**config.mk**
```make
export PLATFORM = sky130hd
export DESIGN_NAME = video_top
export DESIGN_NICKNAME = d
export VERILOG_FILES = /design/src/rtl/video_pkg.sv /design/src/rtl/video_sync.sv /design/src/rtl/video_arb.sv /design/src/rtl/video_fetch.sv /design/src/rtl/video_render.sv /design/src/rtl/video_top.sv
export SDC_FILE = /design/constraint.sdc
export NUM_CORES = 1
export LEC_CHECK = 0
export BUFFER_PORTS_ARGS = -buffer_cell sky130_fd_sc_hd__buf_4
export CORE_MARGIN = 5
export CORE_UTILIZATION = 35
export CTS_CLUSTER_SIZE = 20
export DETAILED_ROUTE_END_ITERATION = 16
export PLACE_DENSITY_LB_ADDON = 0.1
export SLEW_MARGIN = 5
export SYNTH_ARGS = -nofsm -noshare
export SYNTH_HDL_FRONTEND = slang
export SYNTH_SLANG_ARGS = --single-unit
```
**constraint.sdc**
```tcl
create_clock -name clk -period 11.6 [get_ports clk]
set_clock_uncertainty 0.15 [all_clocks]
set_input_delay 1.16 -clock clk [delete_from_list [all_inputs] [get_ports clk]]
set_output_delay 1.16 -clock clk [all_outputs]
set_load 0.01 [all_outputs]
```
**src/rtl/video_pkg.sv**
```systemverilog
package video_pkg;

	// bus and pixel widths
	localparam int DATA_W  = 16;  // dram video word
	localparam int GROUP_W = 64;  // one group for the renderer
	localparam int PIX_W   = 2;   // bits per pixel
	localparam int ADDR_W  = 12;  // video memory address

	// line and frame timing, counted in dram cycles and lines
	localparam int LINE_CYC    = 64;
	localparam int FETCH_BEG   = 8;   // fetch window opens here
	localparam int FETCH_LEN   = 32;  // two fetch cycles
	localparam int FRAME_LINES = 8;
	localparam int VPIX_BEG    = 2;   // first visible line
	localparam int VPIX_END    = 6;   // first line past the window
	localparam int FETCH_CYC   = 16;  // dram cycles per fetch cycle

	// derived sizes
	localparam int GRP_WORDS   = GROUP_W / DATA_W;  // words per group, 4 at 1/4 bw
	localparam int PIX_PER_GRP = GROUP_W / PIX_W;   // pixels shifted out per group

	// counter widths
	localparam int HCNT_W = $clog2(LINE_CYC);
	localparam int LINE_W = $clog2(FRAME_LINES);
	localparam int FCNT_W = $clog2(FETCH_CYC);
	localparam int PTR_W  = $clog2(GRP_WORDS);
	localparam int SCNT_W = $clog2(GRP_WORDS + 1);   // must hold a full count
	localparam int PCNT_W = $clog2(PIX_PER_GRP + 1);

endpackage

```
**src/rtl/video_sync.sv**
```systemverilog
module video_sync (
	input  logic clk,
	input  logic rst_n,
	output logic cend,         // last clk of a dram cycle
	output logic pre_cend,     // first clk of a dram cycle
	output logic fetch_start,  // fetch window opens
	output logic fetch_end,    // fetch window closes
	output logic vpix,         // line inside vertical window
	output logic frame_start   // line 0 begins
);
	import video_pkg::*;

	logic              phase;  // dram cycle half
	logic [HCNT_W-1:0] hcnt;   // dram cycle within line
	logic [LINE_W-1:0] line;   // line within frame
	logic              hlast;  // last dram cycle of line
	logic              vlast;  // last line of frame

	// two clks per dram cycle
	always_ff @(posedge clk)
	begin
		if (!rst_n)
			phase <= 1'b0;
		else
			phase <= ~phase;
	end

	assign pre_cend = ~phase;
	assign cend     = phase;   // always one clk after pre_cend

	assign hlast = (hcnt == HCNT_W'(LINE_CYC - 1));
	assign vlast = (line == LINE_W'(FRAME_LINES - 1));

	// horizontal and line counters, both step on cend
	always_ff @(posedge clk)
	begin
		if (!rst_n)
		begin
			hcnt <= '0;
			line <= '0;
		end
		else if (cend)
		begin
			if (hlast)
			begin
				hcnt <= '0;
				line <= vlast ? '0 : line + 1'b1;  // wrap at frame end
			end
			else
			begin
				hcnt <= hcnt + 1'b1;
			end
		end
	end

	// window strobes, each one clk wide and aligned to cend
	assign fetch_start = cend && (hcnt == HCNT_W'(FETCH_BEG));
	assign fetch_end   = cend && (hcnt == HCNT_W'(FETCH_BEG + FETCH_LEN));

	// counters roll over into line 0 on this cend
	assign frame_start = cend && hlast && vlast;

	// level for the whole line, changes only on the line wrap
	assign vpix = (line >= LINE_W'(VPIX_BEG)) && (line < LINE_W'(VPIX_END));

endmodule

```
**src/rtl/video_arb.sv**
```systemverilog
module video_arb (
	input  logic                         clk,
	input  logic                         rst_n,
	input  logic                         cend,
	input  logic                         fetch_start,
	input  logic                         frame_start,
	input  logic                         video_go,      // fetch block wants data
	input  logic [video_pkg::DATA_W-1:0] mem_rdata,     // valid one clk after mem_rd
	output logic                         mem_rd,
	output logic [video_pkg::ADDR_W-1:0] mem_addr,
	output logic                         video_strobe,  // word ready for fetch
	output logic [video_pkg::DATA_W-1:0] video_data
);
	import video_pkg::*;

	logic [FCNT_W-1:0] slot;     // dram cycle within fetch cycle
	logic              rd_slot;  // slot owned by video

	// slot counter, aligned to the fetch window start
	always_ff @(posedge clk)
	begin
		if (!rst_n)
			slot <= '0;
		else if (cend)
		begin
			if (fetch_start)
				slot <= '0;
			else
				slot <= slot + 1'b1;  // wraps modulo 16
		end
	end

	// every fourth dram cycle, so slots 3 7 11 15
	assign rd_slot = (slot[1:0] == 2'b11);

	// read request, one clk wide, issued at the end of a video slot
	always_ff @(posedge clk)
	begin
		if (!rst_n)
			mem_rd <= 1'b0;
		else
			mem_rd <= cend && video_go && rd_slot;
	end

	// address held during mem_rd, bumped once it is taken
	always_ff @(posedge clk)
	begin
		if (!rst_n)
			mem_addr <= '0;
		else if (frame_start)
			mem_addr <= '0;  // new frame reads from the top
		else if (mem_rd)
			mem_addr <= mem_addr + 1'b1;
	end

	// memory answers in the next clk
	always_ff @(posedge clk)
	begin
		if (!rst_n)
			video_strobe <= 1'b0;
		else
			video_strobe <= mem_rd;
	end

	assign video_data = mem_rdata;  // sampled by fetch while video_strobe is up

endmodule

```
**src/rtl/video_fetch.sv**
```systemverilog
module video_fetch (
	input  logic                          clk,
	input  logic                          rst_n,
	input  logic                          cend,
	input  logic                          pre_cend,
	input  logic                          vpix,          // vertical window
	input  logic                          fetch_start,
	input  logic                          fetch_end,
	input  logic [video_pkg::DATA_W-1:0]  video_data,    // word from arbiter
	input  logic                          video_strobe,
	output logic                          video_go,      // requests reads from arbiter
	output logic                          fetch_sync,    // group handed to renderer
	output logic [video_pkg::GROUP_W-1:0] pic_bits,
	output logic                          pic_valid      // group was fully filled
);
	import video_pkg::*;

	logic [FCNT_W-1:0] fetch_ctr;      // dram cycle within fetch cycle
	logic              fetch_ptr_clr;  // starts a new group
	logic [PTR_W-1:0]  fetch_ptr;      // next buffer slot
	logic [SCNT_W-1:0] stb_cnt;        // strobes since last clear
	logic [SCNT_W-1:0] grp_cnt;        // strobes in the group just closed
	logic              grp_load;       // clk before fetch_sync
	logic [DATA_W-1:0] fetch_data [GRP_WORDS];

	// fetch window, only opens on visible lines
	always_ff @(posedge clk)
	begin
		if (!rst_n)
			video_go <= 1'b0;
		else if (fetch_start && vpix)
			video_go <= 1'b1;
		else if (fetch_end)
			video_go <= 1'b0;
	end

	// fetch cycle counter, restarted at window start
	always_ff @(posedge clk)
	begin
		if (!rst_n)
			fetch_ctr <= '0;
		else if (cend)
			fetch_ctr <= fetch_start ? '0 : fetch_ctr + 1'b1;
	end

	assign grp_load = pre_cend && (fetch_ctr == FCNT_W'(1));

	// pointer clear lands in the same clk as the slot 15 strobe
	always_ff @(posedge clk)
	begin
		if (!rst_n)
		begin
			fetch_ptr_clr <= 1'b0;
			fetch_sync    <= 1'b0;
		end
		else
		begin
			fetch_ptr_clr <= pre_cend && (fetch_ctr == '0);
			fetch_sync    <= grp_load;
		end
	end

	// fill pointer and strobe count
	always_ff @(posedge clk)
	begin
		if (!rst_n)
		begin
			fetch_ptr <= '0;
			stb_cnt   <= '0;
			grp_cnt   <= '0;
		end
		else if (fetch_ptr_clr)
		begin
			fetch_ptr <= '0;
			stb_cnt   <= '0;
			grp_cnt   <= stb_cnt + SCNT_W'(video_strobe);  // count the last word too
		end
		else if (video_strobe)
		begin
			fetch_ptr <= fetch_ptr + 1'b1;
			stb_cnt   <= stb_cnt + 1'b1;
		end
	end

	// word buffer
	always_ff @(posedge clk)
	begin
		if (video_strobe)
			fetch_data[fetch_ptr] <= video_data;
	end

	// group out, bytes swapped within each word, valid together with fetch_sync
	always_ff @(posedge clk)
	begin
		if (grp_load)
			for (int i = 0; i < GRP_WORDS; i++)
				pic_bits[i*DATA_W +: DATA_W] <= {fetch_data[i][7:0], fetch_data[i][15:8]};
	end

	always_ff @(posedge clk)
	begin
		if (!rst_n)
			pic_valid <= 1'b0;
		else if (grp_load)
			pic_valid <= (grp_cnt == SCNT_W'(GRP_WORDS));  // partial groups dropped
	end

endmodule

```
**src/rtl/video_render.sv**
```systemverilog
module video_render (
	input  logic                          clk,
	input  logic                          rst_n,
	input  logic                          fetch_sync,  // group available
	input  logic [video_pkg::GROUP_W-1:0] pic_bits,
	input  logic                          pic_valid,
	output logic [video_pkg::PIX_W-1:0]   pix,
	output logic                          pix_valid
);
	import video_pkg::*;

	logic [GROUP_W-1:0] shreg;     // pixel shifter, lsb goes out first
	logic [PCNT_W-1:0]  pix_left;  // pixels still to show
	logic               load;

	// invalid groups are ignored, the line stays blank
	assign load = fetch_sync && pic_valid;

	// load a group or step to the next pixel
	always_ff @(posedge clk)
	begin
		if (load)
			shreg <= pic_bits;
		else
			shreg <= shreg >> PIX_W;
	end

	// pixel counter, a new group may land on the last pixel
	always_ff @(posedge clk)
	begin
		if (!rst_n)
			pix_left <= '0;
		else if (load)
			pix_left <= PCNT_W'(PIX_PER_GRP);
		else if (pix_left != '0)
			pix_left <= pix_left - 1'b1;
	end

	assign pix       = shreg[PIX_W-1:0];
	assign pix_valid = (pix_left != '0);  // one pixel per clk while counting

endmodule

```
**src/rtl/video_top.sv**
```systemverilog
module video_top (
	input  logic                         clk,
	input  logic                         rst_n,
	input  logic [video_pkg::DATA_W-1:0] mem_rdata,
	output logic                         mem_rd,
	output logic [video_pkg::ADDR_W-1:0] mem_addr,
	output logic [video_pkg::PIX_W-1:0]  pix,
	output logic                         pix_valid
);
	import video_pkg::*;

	// timing
	logic cend;
	logic pre_cend;
	logic fetch_start;
	logic fetch_end;
	logic vpix;
	logic frame_start;

	// arbiter to fetch
	logic              video_go;
	logic              video_strobe;
	logic [DATA_W-1:0] video_data;

	// fetch to renderer
	logic               fetch_sync;
	logic [GROUP_W-1:0] pic_bits;
	logic               pic_valid;

	video_sync u_sync (
		.clk         (clk),
		.rst_n       (rst_n),
		.cend        (cend),
		.pre_cend    (pre_cend),
		.fetch_start (fetch_start),
		.fetch_end   (fetch_end),
		.vpix        (vpix),
		.frame_start (frame_start)
	);

	video_arb u_arb (
		.clk          (clk),
		.rst_n        (rst_n),
		.cend         (cend),
		.fetch_start  (fetch_start),
		.frame_start  (frame_start),
		.video_go     (video_go),
		.mem_rdata    (mem_rdata),
		.mem_rd       (mem_rd),
		.mem_addr     (mem_addr),
		.video_strobe (video_strobe),
		.video_data   (video_data)
	);

	video_fetch u_fetch (
		.clk          (clk),
		.rst_n        (rst_n),
		.cend         (cend),
		.pre_cend     (pre_cend),
		.vpix         (vpix),
		.fetch_start  (fetch_start),
		.fetch_end    (fetch_end),
		.video_data   (video_data),
		.video_strobe (video_strobe),
		.video_go     (video_go),
		.fetch_sync   (fetch_sync),
		.pic_bits     (pic_bits),
		.pic_valid    (pic_valid)
	);

	video_render u_render (
		.clk        (clk),
		.rst_n      (rst_n),
		.fetch_sync (fetch_sync),
		.pic_bits   (pic_bits),
		.pic_valid  (pic_valid),
		.pix        (pix),
		.pix_valid  (pix_valid)
	);

endmodule

```
==> results.ini, run 1 <==
[status]
outcome = finished clean

[synthesis]
synth-seq-cells = 240
synth_ff_type = edfxtp_1
synth-async-reset-ratio_pct = 0
synth_area_mm2 = 0.00809
syn-num-nets = 538
synth_edf_count = 128
ys_types = 45
yosysWarningCount = 0
syn_inst = 503
syn_avg_cell_area_um2 = 16.1
ys_seq_area_share_pct = 75.2

[setup_path]
cp_max_fo = 5
critPathCaptureType = output port
cp.required_ns = 10.29
crit_path_start_kind = register
path_class = reg -> out
arrival_ns = 2.29

[route]
drt_first_pass_iters = 4
vias_per_cell = 4.58
routedWlPerCell_um = 15.7
drc = 0
drt-initial-drc-count = 144
via_count = 3906
ant_nets = 0
wl_um = 13400

[sta]
fin_setup_tns_ns = 0
max_freq_mhz = 278
finalSetupViolCount = 0
max_slew_margin_pct = 31.6
finalHoldViolations = 0
hold_slack_ns = 0.264
drv_slew = 0
grt_setup_unrepaired = false
min_period_over_period_pct = 31.0
worstMarginPinSlew_ns = 1.03
min_period_ns = 3.60

[power]
ir_worst_vdd_v = 0.000100
power.total_mw = 1.79
p_leak_nw = 3.46
powerDensity_mw_per_mm2 = 189

[grt]
grt_pass1_wl_um = 21800
grt_max_degree = 67
grt_remaining_overflow = 0
grt_antenna_before_repair = 0
grt.total_usage_pct = 10.3
first_global_vias = 4063

[clock_network]
ctsResizeCount = 0
clk_path_buf_depth = 3
cts_buffers = 26
post_cts_buffers = 0
cts.sinks = 240
clk_pin_slew_ns = 0.06
cts_tree = built
cts_hold_buf = 0
root_buffer = clkbuf_16
clkLatencyLatePin_ns = 0.51
h-tree-depth = 1

[layout]
area_growth_pct = 17.0
fill_cells = 2063
utilization_pct = 41.7
fin_nets = 583
instances_no_fill = 853
drive_gt1_share_pct = 25.0
diodes = 0

[placed_design]
hpwl_um = 7830
port_buffers = 33
place_inst = 805
routabilityCongestion = 0.755

[hold_path]
min_path_type = reg -> reg

[floorplan]
ios = 34
die_h_um = 162
rows = 55
start_util_pct = 35.6
core_mm2 = 0.0227
die-area_mm2 = 0.0263
die_x_um = 162

[flow_run]
cap_violations = 0

## where the power goes
part           total (mW)  switching, mW  internal, mW  leakage (nW)
sequential          0.935         0.0173         0.917          2.07
clock               0.775          0.310         0.466         0.418
combinational      0.0752         0.0405        0.0347         0.977
total                1.79          0.368          1.42          3.46
## worst max-delay path: stages, from the launching register on
cell     delay, ns
dfxtp_1       0.35
inv_1         0.08
ha_1          0.24
or4b_2        0.66
nor2_1        0.21
inv_1         0.09
buf_4         0.15
## worst paths after layout
| check | from | end | slack, ns | cells after the start |
|---|---|---|---|---|
| worst max register to register | u_sync.cend$_SDFF_PN0_ | u_arb.mem_addr[1]$_SDFFE_PP0P_ | 9.27 | 3 |
| worst min register to register | u_fetch.fetch_data[1][0]$_DFFE_PP_ | u_fetch.pic_bits[24]$_DFFE_PP_ | 0.26 | 0 |
| worst min-delay path | u_fetch.fetch_data[1][0]$_DFFE_PP_ | u_fetch.pic_bits[24]$_DFFE_PP_ | 0.26 | 0 |
| worst max-delay path | u_render.pix_left[0]$_SDFFE_PP0P_ | pix_valid | 8.00 | 6 |
## Yosys cell counts, types with 4 or more instances
master      n  area share [%]
o31ai_1     5            0.46
xnor2_1     7            0.76
edfxtp_1  128              47
o21ai_0    11            0.68
nor3_1      6            0.37
nor2_1     22             1.0
dfxtp_1   112              28
nand4_1     8            0.62
nand3_1     6            0.37
mux2i_1     8            0.99
mux2_2     62             8.6
nand2_1    14            0.65
buf_2       7            0.43
and2_1      7            0.54
or3_1       4            0.31
inv_1      10            0.46
a21oi_1    12            0.74
ha_1       17             2.6
xor2_1      9            0.97
or4_1       4            0.37
clkbuf_1    8            0.37
## cell families after synthesis
family / count (synthesis) / share of synthesized area, %
xor gates and xnor gates: 16 / 1.73
AOI/OAI and AO/OA: 42 / 3.25
and+or+nand+nor: 89 / 6.04
adders and majority gates: 17 / 2.63
DFF: 240 / 75.2
buffers and inverters: 29 / 1.55
muxes: 70 / 9.62
## routing by layer
layer / up-vias / share of wire [%] / GRT usage, %
li1: 1948 / - / -
met4: 0 / 2.6 / 3.31
met5: - / 0 / 0
met3: 28 / 3.7 / 2.56
met1: 1886 / 48 / 13.9
met2: 44 / 46 / 16.5
## sequential cells by signal, indices dropped and copies added, names as in the netlist, 3 cells and up
| name | flops |
|---|---|
| u_sync.line | 3 |
| u_arb.mem_addr | 12 |
| u_fetch.stb_cnt | 3 |
| u_render.shreg | 64 |
| u_fetch.grp_cnt | 3 |
| u_sync.hcnt | 6 |
| u_render.pix_left | 6 |
| u_fetch.pic_bits | 64 |
| u_fetch.fetch_ctr | 4 |
| u_fetch.fetch_data | 64 |
## cells in the final DEF (no fill, tap or decap), types with 4 or more instances in the layout
cell       netlist  final
a21oi_1         12     12
and2_1           7      7
buf_4            2     35
clkbuf_1         8      7
clkbuf_16        0     27
clkbuf_8         0      6
clkinv_2         0      7
dfxtp_1        112    112
edfxtp_1       128    128
ha_1            17     17
inv_1           10     10
mux2_2          62     62
mux2i_1          8      8
nand2_1         14     13
nand3_1          6      6
nand4_1          8      8
nor2_1          22     22
nor3_1           6      6
o21ai_0         11     11
o31ai_1          5      5
or3_1            4      4
or4_1            4      4
xnor2_1          7      7
xor2_1           9      9
## layout make-up
cell class	count	area (um2)	area share, %
inverters	11	41.3	0.436
clock buffers	40	785	8.28
repair buffers	35	263	2.77
well taps	285	357	3.77
flip-flops and latches	240	6090	64.3
clock inverters	8	46.3	0.489
multi-input cells	234	1890	20.0
## through the flow
step                worst slack (ns)  instance area, um2
floorplan                       3.51                8090
global placement                8.65                8640
detailed placement              8.53                8640
CTS                             7.98                9470
global route                    7.89                9470
finish                          8.00                9470
Note: power is estimated with default switching activity, not from simulation.
==> run 2, diff against run 1 <==
==> constraint.sdc (replaced) <==
create_clock -name clk -period 3.5 [get_ports clk]
set_clock_uncertainty 0.15 [all_clocks]
set_input_delay 0.35 -clock clk [delete_from_list [all_inputs] [get_ports clk]]
set_output_delay 0.35 -clock clk [all_outputs]
set_load 0.01 [all_outputs]
==> results.ini, run 2 (synthesized netlist as in run 1, its figures left out) <==
[power]
p_sw_share_pct = 20.8  ; was 20.6%
p_leak_nw = 3.59  ; was 3.46 nW
p_seq_share_pct = 49.8  ; was 52.4%
pwr-share-comb_pct = 4.5  ; was 4.2%
power.total_mw = 6.21  ; was 1.79 mW
ir_worst_vdd_v = 0.000361  ; was 0.000100 V
netSwitchingPower_mw = 1.29  ; was 368 uW
p_clk_share_pct = 45.7  ; was 43.4%
internal_power_mw = 4.92  ; was 1.42 mW
powerDensity_mw_per_mm2 = 635  ; was 189 mW/mm2

[route]
drc = 0  ; unchanged
drt_first_pass_iters = 4  ; unchanged
via_count = 4077  ; was 3906
ant_nets = 0  ; unchanged
drt-initial-drc-count = 134  ; was 144
routedWlPerCell_um = 16.0  ; was 15.7 um
wl_um = 14000  ; was 13400 um
vias_per_cell = 4.67  ; was 4.58

[sta]
worstMarginPinSlew_ns = 0.953  ; was 1.03 ns
min_period_ns = 2.80
max_slew_margin_pct = 36.5  ; was 31.6%
finalSetupViolCount = 0  ; unchanged
drv_slew = 0  ; unchanged
worst_slack_ns = 0.697  ; was 8.00 ns
fin_setup_tns_ns = 0  ; unchanged
max_freq_mhz = 357
grt_setup_unrepaired = false  ; unchanged
finalHoldViolations = 0  ; unchanged
min_period_over_period_pct = 80.1

[layout]
area_growth_pct = 20.9  ; was 17.0%
utilization_pct = 43.1  ; was 41.7%
fin_nets = 603  ; was 583
layout_common_cells = 128 x edfxtp_1, 112 x dfxtp_1, 62 x mux2_2  ; unchanged
stdcell_area_mm2 = 0.00978  ; was 0.00947 mm2
drive_gt1_share_pct = 25.7  ; was 25.0%
reg.largest.list = u_fetch.fetch_data: 64 flops, u_fetch.pic_bits: 64 flops, u_render.shreg: 64 flops  ; unchanged
fill_cells = 2053  ; was 2063
final_common_cell = edfxtp_1  ; unchanged
diodes = 0  ; unchanged

[floorplan]
core_mm2 = 0.0227  ; unchanged
die-area_mm2 = 0.0263  ; unchanged
rows = 55  ; unchanged
start_util_pct = 35.6  ; unchanged
die_x_um = 162  ; unchanged
die_h_um = 162  ; unchanged
ios = 34  ; unchanged

[clock_network]
clk_path_buf_depth = 3  ; unchanged
clkLatencyLatePin_ns = 0.52  ; was 0.51 ns
cts_tree = built  ; unchanged
post_cts_buffers = 0  ; unchanged
clk_pin_slew_ns = 0.06  ; about the same
cts_buffers = 26  ; unchanged
cts.sinks = 240  ; unchanged
root_buffer = clkbuf_16  ; unchanged
h-tree-depth = 1  ; unchanged

[placed_design]
port_buffers = 33  ; unchanged
hpwl_um = 8050  ; was 7830 um
routabilityCongestion = 0.757  ; was 0.755
pre_cts_ws_ns = 1.25  ; was 8.53 ns
dpl_cell_area_mm2 = 0.00870  ; was 0.00864 mm2

[grt]
grt_pass1_wl_um = 22500  ; was 21800 um
grt_antenna_before_repair = 0  ; unchanged
grt_remaining_overflow = 0  ; unchanged
grt_max_degree = 68  ; was 67
grt.total_usage_pct = 10.7  ; was 10.3%
first_global_vias = 4243  ; was 4063

[hold_path]
hold_depth = 3  ; was 0
min_path_type = in -> reg  ; was reg -> reg
hp-start = rst_n  ; was u_fetch.fetch_data[1][0]$_DFFE_PP_

[setup_path]
arrival_ns = 2.30  ; was 2.29 ns
path_class = reg -> out  ; unchanged
crit_path_start_kind = register  ; unchanged
cp_max_fo = 5  ; unchanged
startpoint = u_render.pix_left[0]$_SDFFE_PP0P_  ; unchanged
cp.required_ns = 3.00  ; was 10.29 ns
r2r_cells = 5  ; was 3
critPathCaptureType = output port  ; unchanged
r2r_start = u_render.pix_left[0]$_SDFFE_PP0P_  ; was u_sync.cend$_SDFF_PN0_

[status]
outcome = finished clean  ; unchanged

[flow_run]
cap_violations = 0  ; unchanged

run 2: layout make-up:
type                       instances  area, um2  area share, %
clock inverter                    18        213           2.17
inverter                          11       41.3          0.422
clock buffer                      30        707           7.23
tap                              285        357           3.65
sequential                       240       6090           62.2
timing repair buffer              55        478           4.89
multi-input combinational        234       1900           19.4
run 2: timing repair:
item                                   CTS  global route
resized for setup                        0             0
hold buffers                            16             0
endpoints found under the hold margin   64             0
run 2: final timing paths:
check                           slack (ns)                                end
worst min-delay path                  0.07         u_arb.slot[0]$_SDFFE_PN0P_
worst max register to register        1.45  u_render.pix_left[1]$_SDFFE_PP0P_
worst min register to register        0.26     u_fetch.pic_bits[27]$_DFFE_PP_
worst max-delay path                  0.70                          pix_valid
run 2: critical path, cell delays in order (launching register included):
cell and delay (ns):
dfxtp_1 0.34, inv_1 0.08, ha_1 0.25, or4b_2 0.67, nor2_1 0.21, inv_1 0.09
buf_4 0.15
run 2: power by group through the flow:
stage | Combinational (mW) | Sequential, mW | Clock [mW]
floorplan | 0.176 | 3.14 | 0
global placement | 0.250 | 3.15 | 0
detailed placement | 0.267 | 3.15 | 0
CTS | 0.283 | 3.09 | 2.93
global route | 0.310 | 3.10 | 3.04
finish | 0.279 | 3.09 | 2.84
run 2: per-layer routing:
| layer | global-route usage, % | vias up | share of wire, % |
|---|---|---|---|
| met5 | 0 | - | 0 |
| met4 | 3.54 | 0 | 2.5 |
| met3 | 2.21 | 31 | 3.2 |
| met2 | 17.6 | 48 | 47 |
| met1 | 14.1 | 2006 | 47 |
| li1 | - | 1992 | - |
run 2: per-stage QoR:
step / std cells / hold slack (ns)
6_report: 873 / 0.0728
5_1_grt: 873 / 0.0615
4_1_cts: 873 / 0.0516
3_5_place_dp: 809 / 0.255
3_3_place_gp: 809 / 0.250
2_1_floorplan: 503 / 0.250
